File: config.mk
export PLATFORM = sky130hd
export DESIGN_NAME = joystick_router
export DESIGN_NICKNAME = d
export VERILOG_FILES = /design/src/rtl/joystick_router.sv
export SDC_FILE = /design/constraint.sdc
export NUM_CORES = 1
export LEC_CHECK = 0
export ABC_CLOCK_PERIOD_IN_PS = 1580
export BUFFER_PORTS_ARGS = -buffer_cell sky130_fd_sc_hd__buf_2
export CORE_MARGIN = 2
export CORE_UTILIZATION = 48
export CTS_CLUSTER_DIAMETER = 150
export DETAILED_ROUTE_END_ITERATION = 8
export GPL_ROUTABILITY_DRIVEN = 0
export PLACE_DENSITY = 0.94
export SYNTH_ARGS = -nofsm -noshare
export SYNTH_HDL_FRONTEND = slang
export SYNTH_SLANG_ARGS = --single-unit
File: constraint.sdc
create_clock -name clk_sys -period 1.58 [get_ports clk_sys]
set_input_delay 0.316 -clock clk_sys [delete_from_list [all_inputs] [get_ports clk_sys]]
set_output_delay 0.316 -clock clk_sys [all_outputs]
set_load 0.05 [all_outputs]
File: src/rtl/joystick_router.sv
//==================================================
// Joystick swap and analog centering
//==================================================

`timescale 1ns/1ns

module joystick_router
(
	input  logic        clk_sys,
	input  logic        rst_n,
	input  logic        swap_joy,
	input  logic [31:0] joy1,
	input  logic [31:0] joy2,
	input  logic [15:0] joya1,
	input  logic [15:0] joya2,
	output logic [31:0] coco_joy1,
	output logic [31:0] coco_joy2,
	output logic [15:0] coco_ajoy1,
	output logic [15:0] coco_ajoy2,
	output logic [3:0]  p_switch
);

	logic [15:0] ajoy1_c;
	logic [15:0] ajoy2_c;

	// Signed -128..127 becomes unsigned 0..255 around mid scale
	assign ajoy1_c = {joya1[15:8] + 8'd128, joya1[7:0] + 8'd128};
	assign ajoy2_c = {joya2[15:8] + 8'd128, joya2[7:0] + 8'd128};

	always_ff @(posedge clk_sys or negedge rst_n)
	begin
		if (!rst_n)
		begin
			coco_joy1  <= '0;
			coco_joy2  <= '0;
			coco_ajoy1 <= 16'h8080;
			coco_ajoy2 <= 16'h8080;
		end
		else
		begin
			coco_joy1  <= swap_joy ? joy2 : joy1;
			coco_joy2  <= swap_joy ? joy1 : joy2;
			coco_ajoy1 <= swap_joy ? ajoy2_c : ajoy1_c;
			coco_ajoy2 <= swap_joy ? ajoy1_c : ajoy2_c;
		end
	end

	// Fire buttons, active low: R1, L2, R2, L1
	assign p_switch = ~{coco_joy2[4], coco_joy1[5], coco_joy2[5], coco_joy1[4]};

endmodule

==> impl_results.md <==
- Mapped Nets: 306
- Total Power: 5757 uW
- Io pins: 199
- Status: complete, no violations
- Die footprint: 0.008483 mm2
- Sink Count: 96
- Post-synthesis sequential area ratio: 64.61%
- Comb pwr share: 25.5%
- Setup ws final: 0.1476 ns
- Critical Path RT: 1.26 ns
- Die height: 92.11 um
- Xor/xnor share of the synthesized area: 0%
- Period utilisation layout: 90.66%
- FP Rows: 32
- CP Capture Type: output port
- Core ar.: 0.007607 mm2
- Final Routed Wirelength: 7.698 mm
- CTS tree: built
- Worst VDD drop: 0.0006035 V
- Worst min-delay path class: in -> reg
- Cells after synthesis: 207
- Initial Utilization: 48.98%
- PD cells: 1139 mW/mm2
- CTS root buf: clkbuf_8
- Antenna cell count: 0
- Drt drc: 0
- Worst path max stage delay: 0.53 ns
- Worst setup SP type: flop
- Setup-failing EPs final: 0
- Relative slew slack: 79.01%
- Most frequent cells in the layout: buf_2, dfrtp_1, mux2_2, mux2_4, clkbuf_8
- Ys Warns: 0
- Number of DRC violations after detailed-routing iteration 0: 33
- Post-CTS sizing: 0
- Netlist Area Pre-Place: 0.003726 mm2
- Longest Clk Path Bufs: 2
- Mux cell area share after synthesis: 32.51%
- Setup WS pre-CTS: 0.3306 ns
- Int Power: 3924 uW
- Critical path, cell by cell: buf_2
- Avg WL per Cell: 14.89 um
- Crit path max-delay cell type: dfstp_2
- Clk pwr share: 27.7%
- Antenna violations before repair: 0
- CP max FO: 1
- Final #Nets: 509
- FMAX: 698.1 MHz
- Kind of critical path: reg -> out
- Max-slew violations: 0
- Hold worst-path end: coco_ajoy1[15]
- Final Non-Filler Cells: 517
- Via count: 2459
- DP HPWL: 6.064 mm
- Final hold violations: 0
- Post-DRT Antenna Nets: 0
- Max capacitance violation total: 0
- Crit path buffers/inverters: 1
- All-Layer GR Usage: 17.97%
- Die width: 92.11 um
- Worst-path clk slew: 0.09 ns
- Largest net degree at the start of global routing: 51
- Syn_area_per_cell: 18.00 um2
- Leak pwr: 0.002603 uW
- Vias in the first global route: 2654
- Fillers: 579
- Tmin final: 1.432 ns
- Worst hold path depth: 2
- Setup TNS: 0 ns
- Crit path max-delay family: flip-flops
- Vias/cell: 4.756
- Main combinational cell family by area after synthesis: multiplexers
- FF+latch count, synth: 96
- Synth Area in Adders: 0%
- Commonest non-fill, non-tap cell in the layout: buf_2
- Number of iterations in the first detailed-routing pass: 3
- Cells after DPL: 500
- Share of cells above drive strength 1: 75.42%
- Yosys cell types: 8
- FF/Latch Area: 0.002407 mm2
- Share of power burned in registers: 46.8%
- Sw power: 1833 uW
- PortBufs: 198
- H-tree levels: 3
- TritonCTS Buffers: 9
- RSZ-0062 raised after global routing: no
- Post-Synth Simple-Gate Area: 0%
- Switching Fraction: 31.85%
- Placed cell areas: 0.004837 mm2
- Syn-to-layout area delta: 35.66%
- Final instance area: 0.005055 mm2
- WP data arrival: 1.12 ns
- Compound-Gate Fraction of Synth Area: 0%
- Hold Path Origin: joya1[15]
- Worst Tran Pin Value: 0.3148 ns
- First-pass GRT wire length: 11.83 mm
- Gr ovfl total: 0
- Area of the multi-input gates: 0.001211 mm2
[synthesized netlist by cell type (all sizes together)]
library cell  number  area (um2)
inv                4       15.01
dfrtp             92        2302
dfstp              4       105.1
buf               11       92.58
mux2              92        1171
mux2i              4       40.04
[metrics by stage]
| step | hold slack [ns] | util (%) |
|---|---|---|
| floorplan | 0.02041 | - |
| global placement | 0.2005 | 63.59 |
| detailed placement | 0.2015 | 63.59 |
| CTS | 0.1074 | 66.45 |
| global route | 0.1095 | 66.45 |
| finish | 0.1274 | 66.45 |
[power by group through the flow]
stage                     clock network [uW]  registers, uW  logic (uW)
after floorplan                            0           3430         337
after global placement                     0           2740        1440
after detailed placement                   0           2750        1480
after CTS                               1650           2700        1480
after global routing                    1770           2710        1530
final                                   1590           2690        1470
[cell families (layout without fill, tap and decap cells)]
kind of cell           Yosys count  count (layout)
flip-flops                      96              96
buffers and inverters           15             223
multiplexers                    96              96
[worst max path at each step]
| stage | from | depth (start not counted) | endpoint | slack (ns) |
|---|---|---|---|---|
| 5_1_grt | coco_ajoy2[7] | 1 | coco_ajoy2[7] | 0.09 |
| 2_1_floorplan | coco_joy1[4] | 1 | p_switch[0] | 0.32 |
| 4_1_cts | coco_ajoy1[7] | 1 | coco_ajoy1[7] | 0.12 |
| 6_report | coco_ajoy1[7] | 1 | coco_ajoy1[7] | 0.15 |
| 3_5_place_dp | swap_joy | 3 | coco_joy1[21] | 0.33 |
| 3_3_place_gp | swap_joy | 3 | coco_joy1[30] | 0.36 |
[what timing repair did]
action	CTS	global route
buffers inserted	0	0
hold endpoints to repair	16	0
hold buffers	1	0
[metal layers]
layer / vias up / track usage (%) / share of wire, %
li1: 1121 / - / -
met1: 1205 / 17.54 / 33
met2: 126 / 35.97 / 57
met3: 7 / 5.423 / 8.5
met4: 0 / 4.851 / 0.91
met5: - / 0 / 0
[cell type report]
type	count	share of cell area, %
flip-flops and latches	96	47.62
multi-input cells	96	23.96
well taps	102	2.525
inverters	4	0.2970
repair buffers	203	21.49
clock inverters	4	1.040
clock buffers	12	3.069
[state kept, by name, indices dropped and copies added, names as in the netlist]
signal / cells
coco_ajoy1: 16
coco_joy1: 32
coco_ajoy2: 16
coco_joy2: 32
Power figures use the tool's default switching activity.
