## config.mk

```make
export PLATFORM = sky130hd
export DESIGN_NAME = tape_player
export DESIGN_NICKNAME = d
export VERILOG_FILES = /design/src/rtl/coco_glue_pkg.sv /design/src/rtl/tape_player.sv
export SDC_FILE = /design/constraint.sdc
export NUM_CORES = 1
export LEC_CHECK = 0
export ABC_AREA = 1
export BUFFER_PORTS_ARGS = -buffer_cell sky130_fd_sc_hd__buf_4
export CAP_MARGIN = 40
export CELL_PAD_IN_SITES_DETAIL_PLACEMENT = 1
export CELL_PAD_IN_SITES_GLOBAL_PLACEMENT = 1
export CORE_MARGIN = 2
export CORE_UTILIZATION = 34
export CTS_CLUSTER_DIAMETER = 120
export DETAILED_ROUTE_END_ITERATION = 7
export PLACE_DENSITY_LB_ADDON = 0.1
export SLEW_MARGIN = 20
export SYNTH_ARGS = -nofsm -noshare
export SYNTH_HDL_FRONTEND = slang
export SYNTH_SLANG_ARGS = --single-unit
export TNS_END_PERCENT = 30
```

## constraint.sdc

```tcl
create_clock -name clk_sys -period 5 [get_ports clk_sys]
set_clock_uncertainty 0.2 [all_clocks]
set_input_delay 0.75 -clock clk_sys [delete_from_list [all_inputs] [get_ports clk_sys]]
set_output_delay 0.75 -clock clk_sys [all_outputs]
set_load 0.1 [all_outputs]
```

## src/rtl/coco_glue_pkg.sv

```systemverilog
//==================================================
// CoCo3 glue shared definitions
//==================================================

package coco_glue_pkg;

	// Reset request handshake states
	typedef enum logic [1:0]
	{
		RST_IDLE,
		RST_REQ,
		RST_DROP
	} reset_state_t;

	// Multi-pak slot, as seen by the core
	typedef enum logic [1:0]
	{
		SLOT_1      = 2'd0,
		SLOT_2_SDC  = 2'd1,
		SLOT_3_CART = 2'd2,
		SLOT_4_DISK = 2'd3
	} mpi_slot_t;

	typedef enum logic [2:0]
	{
		MEM_512K = 3'd0,
		MEM_1M   = 3'd1,
		MEM_2M   = 3'd2,
		MEM_16M  = 3'd3
	} mem_size_t;

	localparam int STATUS_W = 64;

	//==================================================
	// Menu status bit positions
	//==================================================
	localparam int ST_RESET     = 0;
	localparam int ST_SCALE_LO  = 3;
	localparam int ST_SWAP_JOY  = 6;
	localparam int ST_AR_LO     = 8;
	localparam int ST_CPU_SPEED = 11;
	localparam int ST_MPI_LO    = 12;
	localparam int ST_VIDEO     = 14;
	localparam int ST_REWIND    = 15;
	localparam int ST_CARTINT   = 16;
	localparam int ST_TAPE_MON  = 17;
	localparam int ST_SG4V6     = 21;
	localparam int ST_COLDBOOT  = 22;
	localparam int ST_MEM_LO    = 25;
	localparam int ST_ART_LO    = 37;

	// Download index of a cassette image
	localparam logic [7:0] TAPE_INDEX = 8'd2;

	localparam int SWITCH_W      = 10;
	localparam int AUDIO_MON_BIT = 13;

endpackage

```

## src/rtl/tape_player.sv

```systemverilog
//==================================================
// Cassette playback and tape monitor
//==================================================

`timescale 1ns/1ns

module tape_player import coco_glue_pkg::*;
#(
	parameter int TAPE_ADDR_W = 16
)
(
	input  logic                   clk_sys,
	input  logic                   rst_n,
	input  logic                   q_tick,
	input  logic                   cas_relay,
	input  logic                   tape_rewind,
	input  logic                   tape_written,
	input  logic [7:0]             rd_data,
	input  logic                   tape_monitor,
	input  logic [15:0]            audio_in,
	output logic [TAPE_ADDR_W-1:0] rd_addr,
	output logic                   tape_bit,
	output logic [15:0]            audio_out
);

	logic [2:0] bit_idx;
	logic       accept;

	// Motor relay gates the tape, rewind holds it at the start
	assign accept = q_tick & cas_relay & ~tape_rewind;

	always_ff @(posedge clk_sys or negedge rst_n)
	begin
		if (!rst_n)
		begin
			rd_addr  <= '0;
			bit_idx  <= 3'd0;
			tape_bit <= 1'b0;
		end
		else if (tape_rewind || tape_written)
		begin
			rd_addr  <= '0;
			bit_idx  <= 3'd0;
			tape_bit <= 1'b0;
		end
		else if (accept)
		begin
			// MSB first
			tape_bit <= rd_data[3'd7 - bit_idx];
			if (bit_idx == 3'd7)
			begin
				bit_idx <= 3'd0;
				rd_addr <= rd_addr + 1'b1;
			end
			else
				bit_idx <= bit_idx + 3'd1;
		end
	end

	always_comb
	begin
		audio_out = audio_in;
		audio_out[AUDIO_MON_BIT] = audio_in[AUDIO_MON_BIT] ^ (tape_monitor & tape_bit);
	end

endmodule

```

==> flow_summary.yaml <==
run_status:
  status: "completed"
cells_and_area:
  fin_nets: 240
  nFillCells: 487
  final_layout_size_suffix_gt1_frac: 0.235
  n_antenna_cell: 0
  area_growth_pct: 16.2
  fin_area_um2: 1560
synth:
  synth_nets: 219
  synth-compound-area-share: 0.0915
  yosys-mux-area-fraction: 0
  synth_top_family_by_area: "simple AND/OR/NAND/NOR gates"
  syn_avg_cell_area_um2: 7.24
  syn_inst: 185
  ys_warn_count: 0
  synth-xor-area-share: 0.00654
  syn_area_um2: 1340
  yosys.cell_types.count: 21
  synth_seq_area_share: 0.373
  synthSimpleGateAreaFrac: 0.344
  synth-seq-cells: 20
  synth_fa_ha_area_frac: 0.0280
sta:
  drv_slew: 0
  rsz0062_at_grt: "no"
  whs_ns: 0.158
  clock.fmax_mhz: 436
  min_period_ns: 2.29
  timing.setup.tns_ns: 0
  setup_slack_ns: 2.71
  tightestPinTransition_ns: 0.571
  slew_headroom: 0.619
  hold_viol_final: 0
  period_share: 0.458
  setup_viol: 0
power_and_ir_drop:
  p_seq_frac: 0.536
  power_uw: 304
  clkPwrFrac: 0.357
  powerDensity_nw_per_um2: 195
  leakagePower_uw: 0.000718
  p_switching_uw: 76.2
  p_int_uw: 228
  irDropWorstVdd_mv: 0.0783
  power_frac_comb: 0.107
  p_sw_frac: 0.251
placement:
  gp_congestion: 0.817
  dp_hpwl_um: 2620
  post-place-ws_ns: 2.69
  port_buffers: 33
  dpl_cell_area_um2: 1520
global_route:
  grt_pass1_vias: 1233
  grt_first_pass_wirelength_um: 5710
  grt_usage: 0.169
  grt_max_degree: 23
  overflow: 0
  antenna_found_initial: 0
die:
  start_util: 0.361
  rows: 22
  core_area_um2: 3720
  dieArea_um2: 4460
  die_h_um: 66.8
  pin_count: 64
  die_x_um: 66.8
detailed_routing:
  drt_wl_total_um: 3400
  drt_iter0_drc: 41
  wire_per_inst_um: 13.5
  viasPerCell: 4.91
  drc: 0
  drt_first_pass_iters: 3
  route.antenna.remaining_nets: 0
  vias: 1237
clock_network:
  postCtsHoldBufs: 0
  cts_tree: "yes"
  numCtsBuffers: 3
  cts.sinks: 20
  cts_setup_buffers: 0
  clk_pin_slew_ns: 0.08
  root_buffer: "clkbuf_8"
  cts-htree-levels: 1
  insertion_delay_ns: 0.26
  clock_path_buffers: 2
  cts_resized: 0
flow_run:
  maxCapViolations: 0
critical_path:
  worstPathArrival_ns: 1.34
  cp-startpoint: "tape_monitor"
  r2r-start: "bit_idx[0]$_DFFE_PN0P_"
  r2r_setup_slack_ns: 3.07
  critPathLaunchType: "input pin"
  cp_max_fo: 1
  critPathKind: "input pin to output pin"
  cp_data_required_time_ns: 4.05
  end_kind: "output pin"
worst_hold_path:
  hold_class: "input pin to async pin"
final timing paths:
path / end / cells past startpoint
min reg2reg: rd_addr[15]$_DFFE_PN0P_ / 3
min in group clk_sys: rd_addr[15]$_DFFE_PN0P_ / 3
max reg2reg: rd_addr[13]$_DFFE_PN0P_ / 9
max: audio_out[13] / 4
max in group asynchronous: rd_addr[13]$_DFFE_PN0P_ / 1
min: rd_addr[7]$_DFFE_PN0P_ / 1
flip-flops by register name, indices dropped and copies added (netlist names):
name and flops:
tape_bit 1, rd_addr 16, bit_idx 3
power groups by stage:
stage | Combinational (µW) | Clock, µW | Sequential, µW
2_1_floorplan | 72.2 | 0 | 167
3_3_place_gp | 32.4 | 0 | 166
3_5_place_dp | 33.2 | 0 | 166
4_1_cts | 33.1 | 112 | 163
5_1_grt | 36.1 | 120 | 163
6_report | 32.5 | 109 | 163
through the flow:
step / util / instances
3_5_place_dp: 0.408 / 249
3_3_place_gp: 0.408 / 249
6_report: 0.419 / 252
4_1_cts: 0.419 / 252
5_1_grt: 0.419 / 252
2_1_floorplan: - / 185
synthesized netlist by cell type:
cell type / instances / share of area
a31oi_1: 1 / 0.0047
inv_1: 21 / 0.059
ha_1: 3 / 0.028
xnor2_1: 1 / 0.0065
nand2_1: 42 / 0.12
nand3_2: 1 / 0.0075
nand3_1: 14 / 0.052
o21bai_2: 1 / 0.0084
nand4_1: 2 / 0.0093
o21ai_0: 12 / 0.045
nand2_2: 1 / 0.0047
nor3_1: 1 / 0.0037
a21oi_1: 8 / 0.030
dfrtp_1: 20 / 0.37
nor2_1: 30 / 0.084
buf_6: 1 / 0.0084
nor2_2: 3 / 0.014
nor2_4: 4 / 0.034
buf_4: 16 / 0.090
nand2_4: 2 / 0.017
o21ai_1: 1 / 0.0037
layer usage:
metal  vias up  share of wire  GRT usage
met5         -              0          0
met3        16          0.047     0.0304
met2        30           0.52      0.304
li1        605              -          -
met1       586           0.42      0.200
met4         0          0.020     0.0587
cells in the final DEF, fill, tap and decap left out, drive strengths merged:
master / count
a21oi: 8
a31oi: 1
buf: 33
clkbuf: 3
dfrtp: 20
ha: 3
inv: 21
nand2: 45
nand3: 15
nand4: 2
nor2: 37
nor3: 1
o21ai: 13
o21bai: 1
xnor2: 1
cell families after synthesis:
group                    Yosys count
flip-flops                        20
XOR/XNOR                           1
AND/OR/NAND/NOR                  100
adder cells (fa/ha/maj)            3
AO/OA/AOI/OAI                     23
buffers and inverters             38
area by class of cell:
class,instances,area [µm²],area share
repair buffers,33,248,0.159
flip-flops and latches,20,500,0.321
inverters,21,78.8,0.0506
multi-input cells,127,629,0.404
well taps,48,60.1,0.0386
clock buffers,3,41.3,0.0265
worst max-delay path: stages:
cell,delay [ns]
buf_4,0.10
nand2_1,0.06
xnor2_1,0.11
buf_4,0.31
Power figures use the tool's default switching activity.
