$ cat config.mk
export PLATFORM = sky130hd
export DESIGN_NAME = option_decode
export DESIGN_NICKNAME = d
export VERILOG_FILES = /design/src/rtl/coco_glue_pkg.sv /design/src/rtl/option_decode.sv
export SDC_FILE = /design/constraint.sdc
export NUM_CORES = 1
export LEC_CHECK = 0
export ABC_AREA = 1
export BUFFER_PORTS_ARGS = -buffer_cell sky130_fd_sc_hd__buf_2
export CORE_MARGIN = 10
export CORE_UTILIZATION = 27
export DETAILED_ROUTE_END_ITERATION = 16
export PLACE_DENSITY = 0.75
export SKIP_CTS_REPAIR_TIMING = 1
export SYNTH_ARGS = -nofsm -noshare
export SYNTH_HDL_FRONTEND = slang
export SYNTH_SLANG_ARGS = --single-unit
$ cat constraint.sdc
create_clock -name clk_sys -period 0.8 [get_ports clk_sys]
set_input_delay 0.16 -clock clk_sys [delete_from_list [all_inputs] [get_ports clk_sys]]
set_output_delay 0.16 -clock clk_sys [all_outputs]
set_load 0.1 [all_outputs]
$ cat src/rtl/coco_glue_pkg.sv
//==================================================
// CoCo3 glue shared definitions
//==================================================

package coco_glue_pkg;

	// Reset request handshake states
	typedef enum logic [1:0]
	{
		RST_IDLE,
		RST_REQ,
		RST_DROP
	} reset_state_t;

	// Multi-pak slot, as seen by the core
	typedef enum logic [1:0]
	{
		SLOT_1      = 2'd0,
		SLOT_2_SDC  = 2'd1,
		SLOT_3_CART = 2'd2,
		SLOT_4_DISK = 2'd3
	} mpi_slot_t;

	typedef enum logic [2:0]
	{
		MEM_512K = 3'd0,
		MEM_1M   = 3'd1,
		MEM_2M   = 3'd2,
		MEM_16M  = 3'd3
	} mem_size_t;

	localparam int STATUS_W = 64;

	//==================================================
	// Menu status bit positions
	//==================================================
	localparam int ST_RESET     = 0;
	localparam int ST_SCALE_LO  = 3;
	localparam int ST_SWAP_JOY  = 6;
	localparam int ST_AR_LO     = 8;
	localparam int ST_CPU_SPEED = 11;
	localparam int ST_MPI_LO    = 12;
	localparam int ST_VIDEO     = 14;
	localparam int ST_REWIND    = 15;
	localparam int ST_CARTINT   = 16;
	localparam int ST_TAPE_MON  = 17;
	localparam int ST_SG4V6     = 21;
	localparam int ST_COLDBOOT  = 22;
	localparam int ST_MEM_LO    = 25;
	localparam int ST_ART_LO    = 37;

	// Download index of a cassette image
	localparam logic [7:0] TAPE_INDEX = 8'd2;

	localparam int SWITCH_W      = 10;
	localparam int AUDIO_MON_BIT = 13;

endpackage

$ cat src/rtl/option_decode.sv
//==================================================
// Menu status word decode
//==================================================

`timescale 1ns/1ns

module option_decode import coco_glue_pkg::*;
(
	input  logic                clk_sys,
	input  logic                rst_n,
	input  logic [STATUS_W-1:0] status,
	output logic [SWITCH_W-1:0] switch_word,
	output mpi_slot_t           mpi_slot,
	output mem_size_t           mem_size,
	output logic [12:0]         video_arx,
	output logic [12:0]         video_ary,
	output logic [1:0]          vga_sl,
	output logic                swap_joy,
	output logic                tape_monitor,
	output logic                tape_rewind,
	output logic                coldboot,
	output logic                host_reset_bit
);

	logic [1:0] slot_num;
	logic [1:0] ar;
	logic [2:0] scale;
	logic [2:0] sl;

	// Menu lists slots 2..4 first, so the field wraps by one
	assign slot_num = status[ST_MPI_LO +: 2] + 2'd1;
	assign ar       = status[ST_AR_LO +: 2];
	assign scale    = status[ST_SCALE_LO +: 3];
	assign sl       = (scale == 3'd0) ? 3'd0 : scale - 3'd1;

	always_ff @(posedge clk_sys or negedge rst_n)
	begin
		if (!rst_n)
		begin
			switch_word    <= '0;
			mpi_slot       <= SLOT_1;
			mem_size       <= MEM_512K;
			video_arx      <= 13'd4;
			video_ary      <= 13'd3;
			vga_sl         <= 2'd0;
			swap_joy       <= 1'b0;
			tape_monitor   <= 1'b0;
			tape_rewind    <= 1'b0;
			coldboot       <= 1'b0;
			host_reset_bit <= 1'b0;
		end
		else
		begin
			// Bit 9 set swaps the serial ports in the core
			switch_word <= {2'b10, status[ST_ART_LO +: 2], status[ST_SG4V6],
				status[ST_CARTINT], status[ST_VIDEO], slot_num, status[ST_CPU_SPEED]};
			mpi_slot    <= mpi_slot_t'(slot_num);
			mem_size    <= mem_size_t'(status[ST_MEM_LO +: 3]);
			// Original aspect is 4:3, other settings select a preset
			video_arx   <= (ar == 2'd0) ? 13'd4 : {11'd0, ar - 2'd1};
			video_ary   <= (ar == 2'd0) ? 13'd3 : 13'd0;
			vga_sl      <= sl[1:0];
			swap_joy       <= status[ST_SWAP_JOY];
			tape_monitor   <= status[ST_TAPE_MON];
			tape_rewind    <= status[ST_REWIND];
			coldboot       <= status[ST_COLDBOOT];
			host_reset_bit <= status[ST_RESET];
		end
	end

endmodule

==> impl_results.md <==
* Critical path type: reg2out
* PwrDens at 2004 nW/um^2
* CP Launch Type: register
* Routed met1 length at 924 um
* Initial Util at 0.2895
* Max Transition Viols Final at 0
* Largest net degree at the start of global routing at 23
* First-pass GRT wire length at 3249 um
* Drt total wl at 2350 um
* Ys async rst share at 1.000
* Final #Nets at 196
* Initial antenna violation count at 0
* Vias in the first global route at 673
* Cell taking the most area after synthesis: dfrtp_1
* Final setup violation count at 26
* Post-synth top flop: dfrtp_1
* Final hold violations at 0
* Count leader, synth: buf_4
* DR WL met3 at 288 um
* Hold Crit Class: in2reg
* Synth top area share at 0.6471
* Synth Register Bits at 22
* Slowest CP cell: dfstp_4
* H-tree depth at 1
* Worst IR Drop VDD at 0.0009588 V
* Buf/Inv on CP at 1
* Total die area at 5601 um^2
* Critical path required time at 640 ps
* Chip Height at 74.84 um
* Vias at 581
* Outcome: finished, violations left
* EDFF count, synth at 0
* Met2 wire len at 1137 um
* Synth-to-layout area growth at 107.4%
* IO buf count at between 40 and 50
* Site Rows at 19
* Gr usage total at 0.07742
* CTS clock-pin slew for the worst setup and hold paths at around 110 ps
* Fin crit share at 1.651
* Delay-heaviest family, CP: flip-flops
* Max_cap viols at 0
* Core region area at 2805 um^2
* Average cell area after synthesis at between 10 and 15 um^2
* DR vias/cell at 3.631
* Fillers at 224
* Final RePlAce weighted congestion at 0.7027
* Hold path endpoint: switch_word[2]$_DFF_PN0_
* WL per Instance at 14.69 um
* RSZ-0062 raised after global routing: yes
* Cell Area, Synth at 812.0 um^2
* Total gr overflow at 0
* Die Width at roughly 75 um
* Failing checks: negative setup slack
* Pre-Repair DR Iteration Count at 2
* Ratio of cells with drive above 1 in the final layout at 0.5814
* Period minus WS final at approximately 1300 ps
* CP arrival at 1160 ps
* Remaining DRCs at 0
* Sequential-to-total area share from yosys stat at 0.6795
* Setup_tns at -9205 ps
* Critical-path maximum fanout at 3
* CTS tree: yes
* Fmax achieved at 0.7571 GHz
* Synth Instances at 63
* Initial DRC count at 27
* Dpl ws at -184.6 ps
* Synth top area cells: dfrtp_1 65%, buf_4 24%, dfstp_2 3.2%, inv_1 1.8%, nand2_1 1.8%
* Element type at the critical path end: primary output
* Yosys cell types at 9
* Clk buf depth at 2
* Post-DRT Antenna Nets at 0
* Worst-path cell chain: buf_12
* Clock Sinks at 22
* DR top layer: met3
* Worst min-delay path startpoint: status[13]
* DP HPWL at 1867 um
* YS warnings at 0
* Post-synth top cells: 26 x buf_4, 21 x dfrtp_1, 4 x inv_1, 4 x nand2_1, 3 x nor2_1
* Root Driver: clkbuf_4
* Hold Crit Depth at 2
* Worst Slack Setup Final at -520.8 ps
* I/O pin count at 114
* LEAKAGE at 0.7931 nW
* N_diodes at 0
* Worst path max stage delay at 680 ps
* Inserted Clock Buffers at 3
==> through the flow <==
stage          hold WS (ps)  instance area (um^2)    util  instances  power (mW)
5_1_grt               2.815                  1684  0.6004        160       3.525
3_5_place_dp          107.6                  1468  0.5232        138       2.750
4_1_cts              -231.9                  1504  0.5361        142       3.352
3_3_place_gp          103.4                  1468  0.5232        138       2.738
2_1_floorplan        -135.6                  1011       -         84       2.418
6_report              33.44                  1684  0.6004        160       3.375
==> layout make-up <==
cell class              count  area (um^2)  share of cell area
inverters                   4        15.01            0.008915
multi-input cells          32        128.9             0.07652
repair buffers             67        830.8              0.4933
flip-flops and latches     22        634.4              0.3767
clock buffers               4        36.28             0.02155
well taps                  31        38.79             0.02303
==> cell usage in the layout, fill, tap and decap left out, drive strengths merged <==
| cell type | n |
|---|---|
| dfrtp | 21 |
| o21a | 1 |
| nand2 | 4 |
| dlygate4sd3 | 18 |
| nor2 | 3 |
| buf | 49 |
| clkbuf | 4 |
| conb | 23 |
| inv | 4 |
| dfstp | 1 |
| xor2 | 1 |
==> how the worst max path moves through the flow <==
stage | from | endpoint | slack, ps | cells after the start
finish | video_ary[0]$_DFF_PN1_ | video_ary[0] | -520 | 1
global route | video_ary[0]$_DFF_PN1_ | video_ary[1] | -570 | 1
CTS | video_ary[0]$_DFF_PN1_ | video_ary[1] | -540 | 1
detailed placement | video_ary[0]$_DFF_PN1_ | video_ary[1] | -180 | 1
global placement | video_ary[0]$_DFF_PN1_ | video_ary[1] | -180 | 1
floorplan | video_ary[0]$_DFF_PN1_ | video_ary[0] | -370 | 1
==> registers in the layout, summed over array words and instances, names as in the netlist <==
name,cells
host_reset_bit,1
coldboot,1
mem_size,3
tape_rewind,1
swap_joy,1
vga_sl,2
tape_monitor,1
switch_word,8
video_ary,1
video_arx,2
mpi_slot,1
==> cells by family after synthesis <==
kind of cell / synth area share
DFF: 0.6795
AOI/OAI and AO/OA: 0.009248
buffers and inverters: 0.2589
and+or+nand+nor: 0.03235
xor gates and xnor gates: 0.01079
other: 0.009248
==> routing by layer <==
metal	vias to the layer above	global-route usage
li1	268	-
met1	260	0.08853
met2	53	0.1200
met3	0	0.05519
met4	0	0.006303
met5	-	0
==> power breakdown <==
part	switching, mW	internal, mW	leakage, nW	total (mW)
Clock	0.308	0.277	0.0210	0.586
Sequential	0.0621	1.21	0.239	1.28
Combinational	1.11	0.399	0.533	1.51
No activity file was read; power rests on OpenSTA's default activity.
