<file path="src/rtl/coco_glue_pkg.sv">
//==================================================
// CoCo3 glue shared definitions
//==================================================

package coco_glue_pkg;

	// Reset request handshake states
	typedef enum logic [1:0]
	{
		RST_IDLE,
		RST_REQ,
		RST_DROP
	} reset_state_t;

	// Multi-pak slot, as seen by the core
	typedef enum logic [1:0]
	{
		SLOT_1      = 2'd0,
		SLOT_2_SDC  = 2'd1,
		SLOT_3_CART = 2'd2,
		SLOT_4_DISK = 2'd3
	} mpi_slot_t;

	typedef enum logic [2:0]
	{
		MEM_512K = 3'd0,
		MEM_1M   = 3'd1,
		MEM_2M   = 3'd2,
		MEM_16M  = 3'd3
	} mem_size_t;

	localparam int STATUS_W = 64;

	//==================================================
	// Menu status bit positions
	//==================================================
	localparam int ST_RESET     = 0;
	localparam int ST_SCALE_LO  = 3;
	localparam int ST_SWAP_JOY  = 6;
	localparam int ST_AR_LO     = 8;
	localparam int ST_CPU_SPEED = 11;
	localparam int ST_MPI_LO    = 12;
	localparam int ST_VIDEO     = 14;
	localparam int ST_REWIND    = 15;
	localparam int ST_CARTINT   = 16;
	localparam int ST_TAPE_MON  = 17;
	localparam int ST_SG4V6     = 21;
	localparam int ST_COLDBOOT  = 22;
	localparam int ST_MEM_LO    = 25;
	localparam int ST_ART_LO    = 37;

	// Download index of a cassette image
	localparam logic [7:0] TAPE_INDEX = 8'd2;

	localparam int SWITCH_W      = 10;
	localparam int AUDIO_MON_BIT = 13;

endpackage

</file>
<file path="src/rtl/config_reset_ctrl.sv">
//==================================================
// Configuration change and host reset
//==================================================

`timescale 1ns/1ns

module config_reset_ctrl import coco_glue_pkg::*;
(
	input  logic      clk_sys,
	input  logic      rst_n,
	input  mpi_slot_t mpi_slot,
	input  mem_size_t mem_size,
	input  logic      coldboot,
	input  logic      host_reset_bit,
	input  logic      user_button,
	input  logic      reset_ack,
	output logic      reset_req,
	output logic      core_reset_n
);

	mpi_slot_t    slot_d;
	mem_size_t    mem_d;
	logic         coldboot_d;
	logic         first_slot_chg;
	logic         first_mem_chg;
	logic         slot_trig;
	logic         mem_trig;
	logic         cold_trig;
	logic         trigger;
	logic         pending;
	reset_state_t state;

	//==================================================
	// Change detection
	//==================================================
	// The first change after reset is the menu settling, not the user
	always_ff @(posedge clk_sys or negedge rst_n)
	begin
		if (!rst_n)
		begin
			slot_d         <= SLOT_1;
			mem_d          <= MEM_512K;
			coldboot_d     <= 1'b0;
			first_slot_chg <= 1'b0;
			first_mem_chg  <= 1'b0;
			slot_trig      <= 1'b0;
			mem_trig       <= 1'b0;
			cold_trig      <= 1'b0;
		end
		else
		begin
			slot_d     <= mpi_slot;
			mem_d      <= mem_size;
			coldboot_d <= coldboot;
			slot_trig  <= 1'b0;
			mem_trig   <= 1'b0;
			cold_trig  <= coldboot & ~coldboot_d;
			if (mpi_slot != slot_d)
			begin
				if (!first_slot_chg)
					first_slot_chg <= 1'b1;
				else
					slot_trig <= 1'b1;
			end
			if (mem_size != mem_d)
			begin
				if (!first_mem_chg)
					first_mem_chg <= 1'b1;
				else
					mem_trig <= 1'b1;
			end
		end
	end

	assign trigger = slot_trig | mem_trig | cold_trig;

	//==================================================
	// Four-phase request to the core
	//==================================================
	always_ff @(posedge clk_sys or negedge rst_n)
	begin
		if (!rst_n)
		begin
			state   <= RST_IDLE;
			pending <= 1'b0;
		end
		else
		begin
			case (state)
				RST_IDLE:
				begin
					if (trigger || pending)
					begin
						state   <= RST_REQ;
						pending <= 1'b0;
					end
				end
				RST_REQ:
				begin
					if (trigger)
						pending <= 1'b1;
					if (reset_ack)
						state <= RST_DROP;
				end
				RST_DROP:
				begin
					if (trigger)
						pending <= 1'b1;
					if (!reset_ack)
						state <= RST_IDLE;
				end
				default:
					state <= RST_IDLE;
			endcase
		end
	end

	assign reset_req = (state == RST_REQ);

	// Core held in reset while the menu bit or user button is pressed
	always_ff @(posedge clk_sys or negedge rst_n)
	begin
		if (!rst_n)
			core_reset_n <= 1'b1;
		else
			core_reset_n <= ~(host_reset_bit | user_button);
	end

endmodule

</file>
<file path="config.mk">
export PLATFORM = sky130hd
export DESIGN_NAME = config_reset_ctrl
export DESIGN_NICKNAME = d
export VERILOG_FILES = /design/src/rtl/coco_glue_pkg.sv /design/src/rtl/config_reset_ctrl.sv
export SDC_FILE = /design/constraint.sdc
export NUM_CORES = 1
export LEC_CHECK = 0
export ABC_CLOCK_PERIOD_IN_PS = 2000
export BUFFER_PORTS_ARGS = -buffer_cell sky130_fd_sc_hd__buf_4
export CORE_AREA = 2 2 39 41
export DETAILED_ROUTE_END_ITERATION = 7
export DIE_AREA = 0 0 41 43
export GPL_ROUTABILITY_DRIVEN = 1
export HOLD_SLACK_MARGIN = 0.1
export PLACE_DENSITY = 0.78
export RECOVER_POWER = 50
export SYNTH_ARGS = -nofsm -noshare
export SYNTH_HDL_FRONTEND = slang
export SYNTH_SLANG_ARGS = --single-unit
</file>
<file path="constraint.sdc">
create_clock -name clk_sys -period 2 [get_ports clk_sys]
set_input_delay 0.4 -clock clk_sys [delete_from_list [all_inputs] [get_ports clk_sys]]
set_output_delay 0.4 -clock clk_sys [all_outputs]
set_load 0.01 [all_outputs]
</file>
==> results of run 1 <==
-- report_power, final --
part	switching, mW	internal, mW
clock network	0.0867	0.0773
registers	0.0362	0.346
logic	0.113	0.132
-- final timing paths --
| path | startpoint | to | slack, ps | cells after the start |
|---|---|---|---|---|
| worst max-delay path | state[1]$_DFFE_PN0P_ | reset_req | 420 | 3 |
| worst min-delay path | host_reset_bit | core_reset_n$_DFF_PN1_ | 230 | 2 |
| worst max register to register | state[1]$_DFFE_PN0P_ | state[0]$_DFFE_PN0P_ | 470 | 5 |
| worst min register to register | coldboot_d$_DFF_PN0_ | cold_trig$_DFF_PN0_ | 390 | 1 |
| max in group asynchronous | rst_n | state[0]$_DFFE_PN0P_ | 820 | 2 |
| min in group asynchronous | rst_n | mem_d[2]$_DFF_PN0_ | 710 | 2 |
-- sequential cells by signal (all words and copies together), names as in the netlist --
name,flops
cold_trig,1
coldboot_d,1
core_reset_n,1
first_mem_chg,1
first_slot_chg,1
mem_d,3
mem_trig,1
pending,1
slot_d,2
slot_trig,1
state,2
-- worst reg2reg max path, cell delays in order, from the launching register on --
cell	delay (ps)
dfrtp_1	430
inv_1	120
ha_1	220
nand2b_4	70
o41ai_2	210
mux2_2	370
-- per-stage QoR --
step	cells	power [mW]	setup WS (ps)	hold slack (ps)
after floorplan	46	0.5608	578.4	104.4
after global placement	74	0.6286	535.0	257.6
after detailed placement	74	0.6406	468.8	259.2
after CTS	79	0.8090	406.0	220.6
after global routing	79	0.8495	342.2	222.7
final	79	0.7904	419.2	229.1
-- placed cells by master, fill, tap and decap left out, types with 2 or more instances in the layout --
cell type	count
ha_1	5
dfrtp_1	14
inv_1	2
clkbuf_1	7
xor2_1	3
xnor2_1	2
buf_4	4
nor2_1	2
nand3b_1	2
clkbuf_4	5
-- cell type report --
type                       count  area [um2]
timing repair buffer          13       77.57
multi-input combinational     29       259.0
sequential                    15       376.6
fill                         127       616.8
inverter                       2       7.507
tap                           16       20.02
clock buffer                   4       26.28
-- layer usage --
layer | part of all wire | GRT usage | vias up | routed length, um
met5 | 0 | 0 | - | 0
met4 | 0.017 | 0.06000 | 0 | 16
met2 | 0.52 | 0.2094 | 15 | 494
met1 | 0.42 | 0.1763 | 206 | 399
li1 | - | - | 197 | -
met3 | 0.050 | 0.01571 | 2 | 48
-- repair_timing --
item | in CTS | in global routing
hold endpoints to repair | 14 | 0
hold buffers | 1 | 0
gates resized for setup | 0 | 0
buffers inserted | 0 | 0
-- cells by family (layout without fill, tap and decap cells) --
kind of cell               Yosys count  count (layout)  synth area share
DFF                                 15              15            0.5856
and+or+nand+nor                     11              11            0.1187
AOI/OAI and AO/OA                    6               6           0.08561
adders and majority gates            5               5           0.09728
xor gates and xnor gates             5               5           0.06811
muxes                                2               2           0.03307
buffers and inverters                2              19           0.01168
==> results.md, run 1 <==
- Gate Count Post-Synth: 46
- Placement Cell Area: 753.2 um2
- Crit path DAT: ~1200 ps
- DRC violations left: 0
- Static Leak: 0.3318 nW
- Total of buffers placed on input and output ports: 12
- Antenna violations before repair: 0
- Most common flop cell mapped by yosys: dfrtp_1
- Crit-path slowest cell: dfrtp_1
- Setup repair after global routing missed its margin: false
- Overall routing resource usage: 0.1329
- Type of element launching the critical path: register
- Pwr dens: 1030 nW/um2
- Number of synthesized register bits: 15
- Routed length per placed instance: 12.13 um
- Vias post-DR: 420
- Kind of cell adding the most delay to the critical path: flip-flops
- Crit-path cells: inv_1 > ha_1 > buf_4
- Share of the synthesized area in the top cell type: 0.5447
- Tcrit/Tclk final: 0.7904
- Data required time at the worst endpoint: 1600 ps
- Total wirelength of the detailed-routed design: 958 um
- Clock transition time at the flip-flop clock pins of the worst setup and hold paths: approximately 80 ps
- Worst slew slack as a fraction of its limit: 0.4981
- Hold Fails Final Rpt: 0
- Total die area: roughly 1800 um2
- Post-route standard cell area excluding fillers: 767.0 um2
- Number of nets with antenna violations after routing: 0
- Cell type with the highest aggregate area in the netlist: dfrtp_1
- Run status: complete, no violations
- Endpoint kind of the worst setup timing path: output port
- Largest net degree at the start of global routing: 16
- Measured slew at the worst slew-check pin: roughly 750 ps
- Most common cell in the netlist: dfrtp_1
- Fraction of final layout cells with drive strength greater than 1: 0.2222
- Via count of the first global-routing pass: roughly 380
- Starting density of the core: 0.4647
- Type of the most critical hold path: in2reg
- Seq/Total Area, Yosys: 0.5856
- IO Count: 13
- Root cell of the clock tree: clkbuf_4
- Sum of net half-perimeters after detailed placement: 761.5 um
- Post-synthesis instance area: 643.1 um2
- Via density per instance: ~5.3
- Worst IR Drop VDD: approximately 540 uV
- Wire length of the first global-routing pass: 1.566 mm
- Biggest fanout along the worst timing path: 5
- Most instantiated cells after synthesis: dfrtp_1 (14), ha_1 (5), xor2_1 (3)
- Last weighted congestion value of the routability-driven placer: about 0.65
- Clock tree from TritonCTS: yes
- Fraction of registers with async set or reset after synthesis: 1.000
- Number of diodes added for antenna fixing: 0
- Number of buffers on the longest clock path: 2
- TritonRoute pass-1 iters: 4
- Setup violation total in the final timing report: 0
- Number of synthesized flops with an enable pin: 0
- Final Core Density: 0.5543
- Clock sink count: 15
- Maximum capacitance violations: 0
- Buffering stage count on the worst path with inverters included: 2
- Die Span X: between 40 and 50 um
- Pins Over Slew Limit: 0
- Final critical delay including setup and external delays: around 1600 ps
- Mean post-synth cell area: approximately 14 um2
- Max Clock Skew: 3.141 ps
- Count of synthesis-stage warnings from yosys: 0
- Area Overhead vs Synth: 19.26%
- Cells taking the most area after synthesis: dfrtp_1 (54%), ha_1 (9.7%), dfstp_2 (4.1%)
- Total negative slack: 0 ps
- Highest clock frequency the design can meet: between 600 and 700 MHz
- Number of buffers added by the clock tree synthesis step: 3
- Number of H-tree levels: 1
- Global route overflow: 0
- Worst stage delay on the critical path: 430 ps
- Mapped Nets: 62
- Kind of critical path: reg2out
- Layout Nets: 80
- Die height: 43 um
- Library cells used by synthesis: 23
- Violation count after the first detailed-route iteration: 4
- Core region area: 1384 um2
- Clock latency on the worst-skew pair: about 270 ps
- FP Rows: 14
(Power assumes the default switching activity.)
==> run 2, diff against run 1 <==
--- a/config.mk
+++ b/config.mk
@@ -5,7 +5,7 @@
 export SDC_FILE = /design/constraint.sdc
 export NUM_CORES = 1
 export LEC_CHECK = 0
-export ABC_CLOCK_PERIOD_IN_PS = 2000
+export ABC_CLOCK_PERIOD_IN_PS = 1550
 export BUFFER_PORTS_ARGS = -buffer_cell sky130_fd_sc_hd__buf_4
 export CORE_AREA = 2 2 39 41
 export DETAILED_ROUTE_END_ITERATION = 7
==> constraint.sdc (replaced) <==
create_clock -name clk_sys -period 1.55 [get_ports clk_sys]
set_input_delay 0.31 -clock clk_sys [delete_from_list [all_inputs] [get_ports clk_sys]]
set_output_delay 0.31 -clock clk_sys [all_outputs]
set_load 0.01 [all_outputs]
==> run 2 against run 1 <==
Sequential share of layout area down 0.94 points. Clock power up 31%. Critical endpoint is now state[0]$_DFFE_PN0P_. Largest cell class unchanged. Clock skew up 1.0 ps. Worst hold slack worse by 98 ps. Power up 34%.
==> results.md, run 2 (same netlist as run 1, synthesis figures left out) <==
- Total die area: around 1800 um2
- Launch point of the critical path: state[0]$_DFFE_PN0P_
- Highest clock frequency the design can meet: about 680 MHz
- Worst-case register-to-register setup slack: 70 ps
- Biggest fanout along the worst timing path: 4
- Met3 Track Usage GR: 0.01571
- Top Registers: mem_d x3, slot_d x2, state x2
- Number of H-tree levels: 1
- Total of buffers placed on input and output ports: 12
- Layer with the highest usage: met2
- Sequential cell area: roughly 380 um2
- Overall routing resource usage: 0.1427
- Kind of cell adding the most delay to the critical path: flip-flops
- Post-route standard cell area excluding fillers: just under 800 um2
- Global-route met2 utilization: 0.2063
- Total wirelength of the detailed-routed design: 961 um
- Clock sink count: 15
- Placement Cell Area: about 760 um2
- Antenna violations before repair: 0
- Starting density of the core: 0.4647
- Number of buffers on the longest clock path: 2
- Critical Path End: state[0]$_DFFE_PN0P_
- Last weighted congestion value of the routability-driven placer: about 0.66
- Buffering stage count on the worst path with inverters included: 1
- Via density per instance: ~5.0
- Clock tree from TritonCTS: yes
- Pwr dens: 1354 nW/um2
- Clock transition time at the flip-flop clock pins of the worst setup and hold paths: ~90 ps
- Final worst hold slack: 131.2 ps
- Wire length of the first global-routing pass: roughly 1.6 mm
- Crit-path cells: inv_2 > ha_2 > nand2b_4 > o41ai_2 > mux2_2
- Sum of net half-perimeters after detailed placement: between 700 and 800 um
- Number of diodes added for antenna fixing: 0
- Static Leak: about 0.34 nW
- Type of the most critical hold path: in2reg
- Maximum capacitance violations: 0
- Stages on the worst setup path: 5
- Beginning of the worst register-to-register path: state[0]$_DFFE_PN0P_
- DRC violations left: 0
- Via count of the first global-routing pass: between 400 and 500
- IO Count: 13
- Crit-path slowest cell: dfrtp_1
- Final Core Density: 0.5651
- TritonRoute pass-1 iters: 4
- Endpoint kind of the worst setup timing path: register
- Type of element launching the critical path: register
- Most frequent standard cell in the layout excluding fill and tap cells: dfrtp_1
- Hold Fails Final Rpt: 0
- Number of buffers added by the clock tree synthesis step: 3
- Die height: roughly 43 um
- Grt met1 use: 0.1915
- Kind of critical path: reg2reg
- Worst stage delay on the critical path: 430 ps
- Reg2Reg Capture Point: state[0]$_DFFE_PN0P_
- Non-filler cells, final: 80
- Routed length per placed instance: about 12 um
- Measured slew at the worst slew-check pin: about 770 ps
- Number of nets with antenna violations after routing: 0
- Global route overflow: 0
- Root cell of the clock tree: clkbuf_4
- Data required time at the worst endpoint: ~1700 ps
- Pins Over Slew Limit: 0
- Vias post-DR: just under 400
- Core region area: ~1400 um2
- Setup repair bufs after CTS: 0
- Top reg by flops: mem_d
- Die Span X: 41 um
- Tcrit/Tclk final: 0.9527
- Worst slew slack as a fraction of its limit: 0.4882
- Commonest non-fill, non-tap cells in the layout: dfrtp_1 (14), clkbuf_4 (6), buf_4 (5), clkbuf_1 (5), ha_1 (4)
- FP Rows: 14
- Layout Nets: approximately 80
- Fraction of final layout cells with drive strength greater than 1: 0.2969
- HP Start: host_reset_bit
- Fillers: roughly 120
- Total negative slack: 0 ps
- Instance count after placement with tap cells included: 75
- Setup repair after global routing missed its margin: false
- Worst IR Drop VDD: 737.6 uV
- Crit path DAT: roughly 1700 ps
- Area of the multi-input gates: approximately 260 um2
- Clock latency on the worst-skew pair: between 200 and 300 ps
- Max Clock Skew: roughly 4.2 ps
- Final critical delay including setup and external delays: about 1500 ps
- Run status: complete, no violations
- Flip-flop count of the largest register, all copies and words added: 3
- Area Overhead vs Synth: 21.60%
- Violation count after the first detailed-route iteration: 2
- Setup violation total in the final timing report: 0
- Largest net degree at the start of global routing: 16
- Path depth of the worst reg2reg path: 5
[run 2: area by class of cell]
class,instances,area share
Clock buffer,3,0.02880
Clock inverter,1,0.006400
Inverter,2,0.009600
Multi-Input combinational cell,29,0.3344
Sequential cell,15,0.4816
Tap cell,16,0.02560
Timing Repair Buffer,14,0.1136
[run 2: stage by stage]
step,setup WS [ps],power [mW]
floorplan,128.4,0.7237
global placement,88.49,0.8269
detailed placement,17.79,0.8537
CTS,6.209,1.075
global route,5.125,1.135
finish,73.32,1.059
[run 2: repair_timing]
action                                  in CTS  in global routing
hold buffers                                 1                  0
resized for setup                            0                  2
hold endpoints to repair                    15                  0
endpoints found under the setup margin       0                  1
[run 2: how the worst min path moves through the flow]
stage | end | slack, ps | cells past startpoint
after detailed placement | mem_d[0]$_DFF_PN0_ | 170 | 1
after floorplan | cold_trig$_DFF_PN0_ | 10 | 0
after global routing | core_reset_n$_DFF_PN1_ | 120 | 2
final | core_reset_n$_DFF_PN1_ | 130 | 2
after CTS | core_reset_n$_DFF_PN1_ | 120 | 2
after global placement | mem_d[1]$_DFF_PN0_ | 170 | 1
[run 2: per-layer routing]
metal,part of all wire,up-vias
met3,0.050,2
li1,-,198
met5,0,-
met4,0.011,0
met2,0.49,13
met1,0.44,183
[run 2: power breakdown]
| part | switching (mW) | internal, mW | leakage, nW |
|---|---|---|---|
| sequential | 0.0411 | 0.446 | 0.167 |
| combinational | 0.163 | 0.194 | 0.156 |
| clock | 0.120 | 0.0956 | 0.0177 |
| total | 0.323 | 0.735 | 0.341 |
==> run 3, diff against run 2 <==
--- a/config.mk
+++ b/config.mk
@@ -13,7 +13,6 @@
 export GPL_ROUTABILITY_DRIVEN = 1
 export HOLD_SLACK_MARGIN = 0.1
 export PLACE_DENSITY = 0.78
-export RECOVER_POWER = 50
 export SYNTH_ARGS = -nofsm -noshare
 export SYNTH_HDL_FRONTEND = slang
 export SYNTH_SLANG_ARGS = --single-unit
==> run 3 against run 2 <==
Cell area up 2.4%. First-iteration DRC count unchanged. Register-to-register slack about the same. Clock-buffer cell count unchanged. Clock skew down 1.1 ps. Non-clock buffer count unchanged. Largest cell class unchanged.
==> results.md, run 3 (same netlist as run 1, synthesis figures left out) <==
- Die height: ~43 um
- Clock latency on the worst-skew pair: roughly 280 ps
- Total negative slack: 0 ps
- Via count of the first global-routing pass: slightly above 400
- Combinational Power Share: 0.341
- Number of buffers on the longest clock path: 2
- Crit-path slowest cell: dfrtp_1
- Number of nets with antenna violations after routing: 0
- Setup repair after global routing missed its margin: false
- Vias post-DR: a little under 400
- Maximum capacitance violations: 0
- Commonest non-fill, non-tap cells in the layout: dfrtp_1 (14), buf_4 (13), ha_1 (4), xor2_1 (3), clkbuf_4 (3)
- Wire length of the first global-routing pass: ~1.6 mm
- DRC violations left: 0
- Type of the most critical hold path: in2reg
- Kind of cell adding the most delay to the critical path: flip-flops
- Type of element launching the critical path: register
- Kind of critical path: reg2reg
- Number of H-tree levels: 1
- Post-layout total power: roughly 1.1 mW
- Sequential cell area: between 300 and 400 um2
- FP Rows: 14
- Top reg by flops: mem_d
- Pins Over Slew Limit: 0
- Clock sink count: 15
- IO Count: 13
- Global route overflow: 0
- Run status: complete, no violations
- Last weighted congestion value of the routability-driven placer: approximately 0.66
- Measured slew at the worst slew-check pin: 239.1 ps
- Switching part of the total power: 0.3031
- Tcrit/Tclk final: 0.9525
- Fraction of power consumed by the clock network: 0.201
- Overall routing resource usage: 0.1427
- Core region area: about 1400 um2
- Endpoint kind of the worst setup timing path: register
- Sum of net half-perimeters after detailed placement: ~770 um
- Area of the multi-input gates: around 260 um2
- Total wirelength of the detailed-routed design: 957 um
- Hold Fails Final Rpt: 0
- Internal power summed over all cells: 741.2 uW
- Relative contribution of sequential cells to total power: 0.458
- Highest clock frequency the design can meet: around 680 MHz
- Total of buffers placed on input and output ports: 12
- Pwr dens: between 1000 and 1500 nW/um2
- Setup violation total in the final timing report: 0
- Flip-flop count of the largest register, all copies and words added: 3
- Total die area: approximately 1800 um2
- Switching pwr: roughly 320 uW
- Biggest fanout along the worst timing path: 4
- Via density per instance: 4.975
- Layer with the highest usage: met2
- Fraction of final layout cells with drive strength greater than 1: 0.3750
- Met3 Track Usage GR: 0.01571
- Grt met1 use: 0.1915
- Most frequent standard cell in the layout excluding fill and tap cells: dfrtp_1
- TritonRoute pass-1 iters: 4
- Routed length per placed instance: 11.96 um
- Fillers: between 100 and 150
- Violation count after the first detailed-route iteration: 2
- Clock tree from TritonCTS: yes
- Starting density of the core: 0.4647
- Worst slew slack as a fraction of its limit: 0.8389
- Buffering stage count on the worst path with inverters included: 1
- Clock transition time at the flip-flop clock pins of the worst setup and hold paths: roughly 90 ps
- Worst IR Drop VDD: between 700 and 800 uV
- Max Clock Skew: 3.053 ps
- Layout Nets: between 80 and 90
- Largest net degree at the start of global routing: 16
- Antenna violations before repair: 0
- Static Leak: ~0.36 nW
- Top Registers: mem_d x3, slot_d x2, state x2
- Global-route met2 utilization: 0.2063
- Crit-path cells: inv_2 > ha_2 > nand2b_4 > o41ai_2 > mux2_2
- Root cell of the clock tree: clkbuf_4
- Data required time at the worst endpoint: 1720 ps
- Number of buffers added by the clock tree synthesis step: 3
- Area Overhead vs Synth: 24.51%
- Final critical delay including setup and external delays: between 1000 and 1500 ps
- Worst stage delay on the critical path: ~430 ps
- Number of diodes added for antenna fixing: 0
- Die Span X: 41 um
- Crit path DAT: 1650 ps
## run 3: area by class of cell
| cell class | instances | share of cell area |
|---|---|---|
| multi-input combinational | 29 | 0.3266 |
| inverter | 2 | 0.009375 |
| clock inverter | 1 | 0.006250 |
| sequential | 15 | 0.4703 |
| timing repair buffer | 14 | 0.1344 |
| tap | 16 | 0.02500 |
| clock buffer | 3 | 0.02812 |
## run 3: what timing repair did
action                                  in CTS  in global routing
gates resized for setup                      0                  2
endpoints found under the hold margin       15                  0
setup buffers                                0                  0
hold buffers                                 1                  0
endpoints found under the setup margin       0                  1
## run 3: path summary, 6_finish.rpt
kind,cells past startpoint,from,slack (ps),end
max reg2reg,5,state[0]$_DFFE_PN0P_,70,state[0]$_DFFE_PN0P_
max in group asynchronous,2,rst_n,910,core_reset_n$_DFF_PN1_
min in group asynchronous,2,rst_n,400,mem_d[1]$_DFF_PN0_
max,5,state[0]$_DFFE_PN0P_,70,state[0]$_DFFE_PN0P_
min,2,user_button,130,core_reset_n$_DFF_PN1_
min reg2reg,1,coldboot_d$_DFF_PN0_,400,cold_trig$_DFF_PN0_
## run 3: per-layer routing
layer,share of wire,up-vias
met2,0.49,17
met3,0.045,2
li1,-,197
met1,0.45,182
met5,0,-
met4,0.011,0
## run 3: power by group through the flow
stage | registers, mW | logic, mW | clock network [mW]
after floorplan | 0.489 | 0.235 | 0
after global placement | 0.487 | 0.340 | 0
after detailed placement | 0.493 | 0.361 | 0
after CTS | 0.484 | 0.366 | 0.226
after global routing | 0.493 | 0.407 | 0.242
final | 0.487 | 0.363 | 0.214
## run 3: stage by stage
stage                     utilization  worst slack, ps  hold WS, ps  cell area (um2)  cells
after floorplan                     -            128.4        14.41            643.1     46
after detailed placement       0.5497            17.79        171.3            760.7     75
after global placement         0.5497            88.49        167.5            760.7     75
final                          0.5787            73.57        131.9            800.8     80
after CTS                      0.5769            6.209        120.2            798.3     80
after global routing           0.5787            5.125        118.0            800.8     80
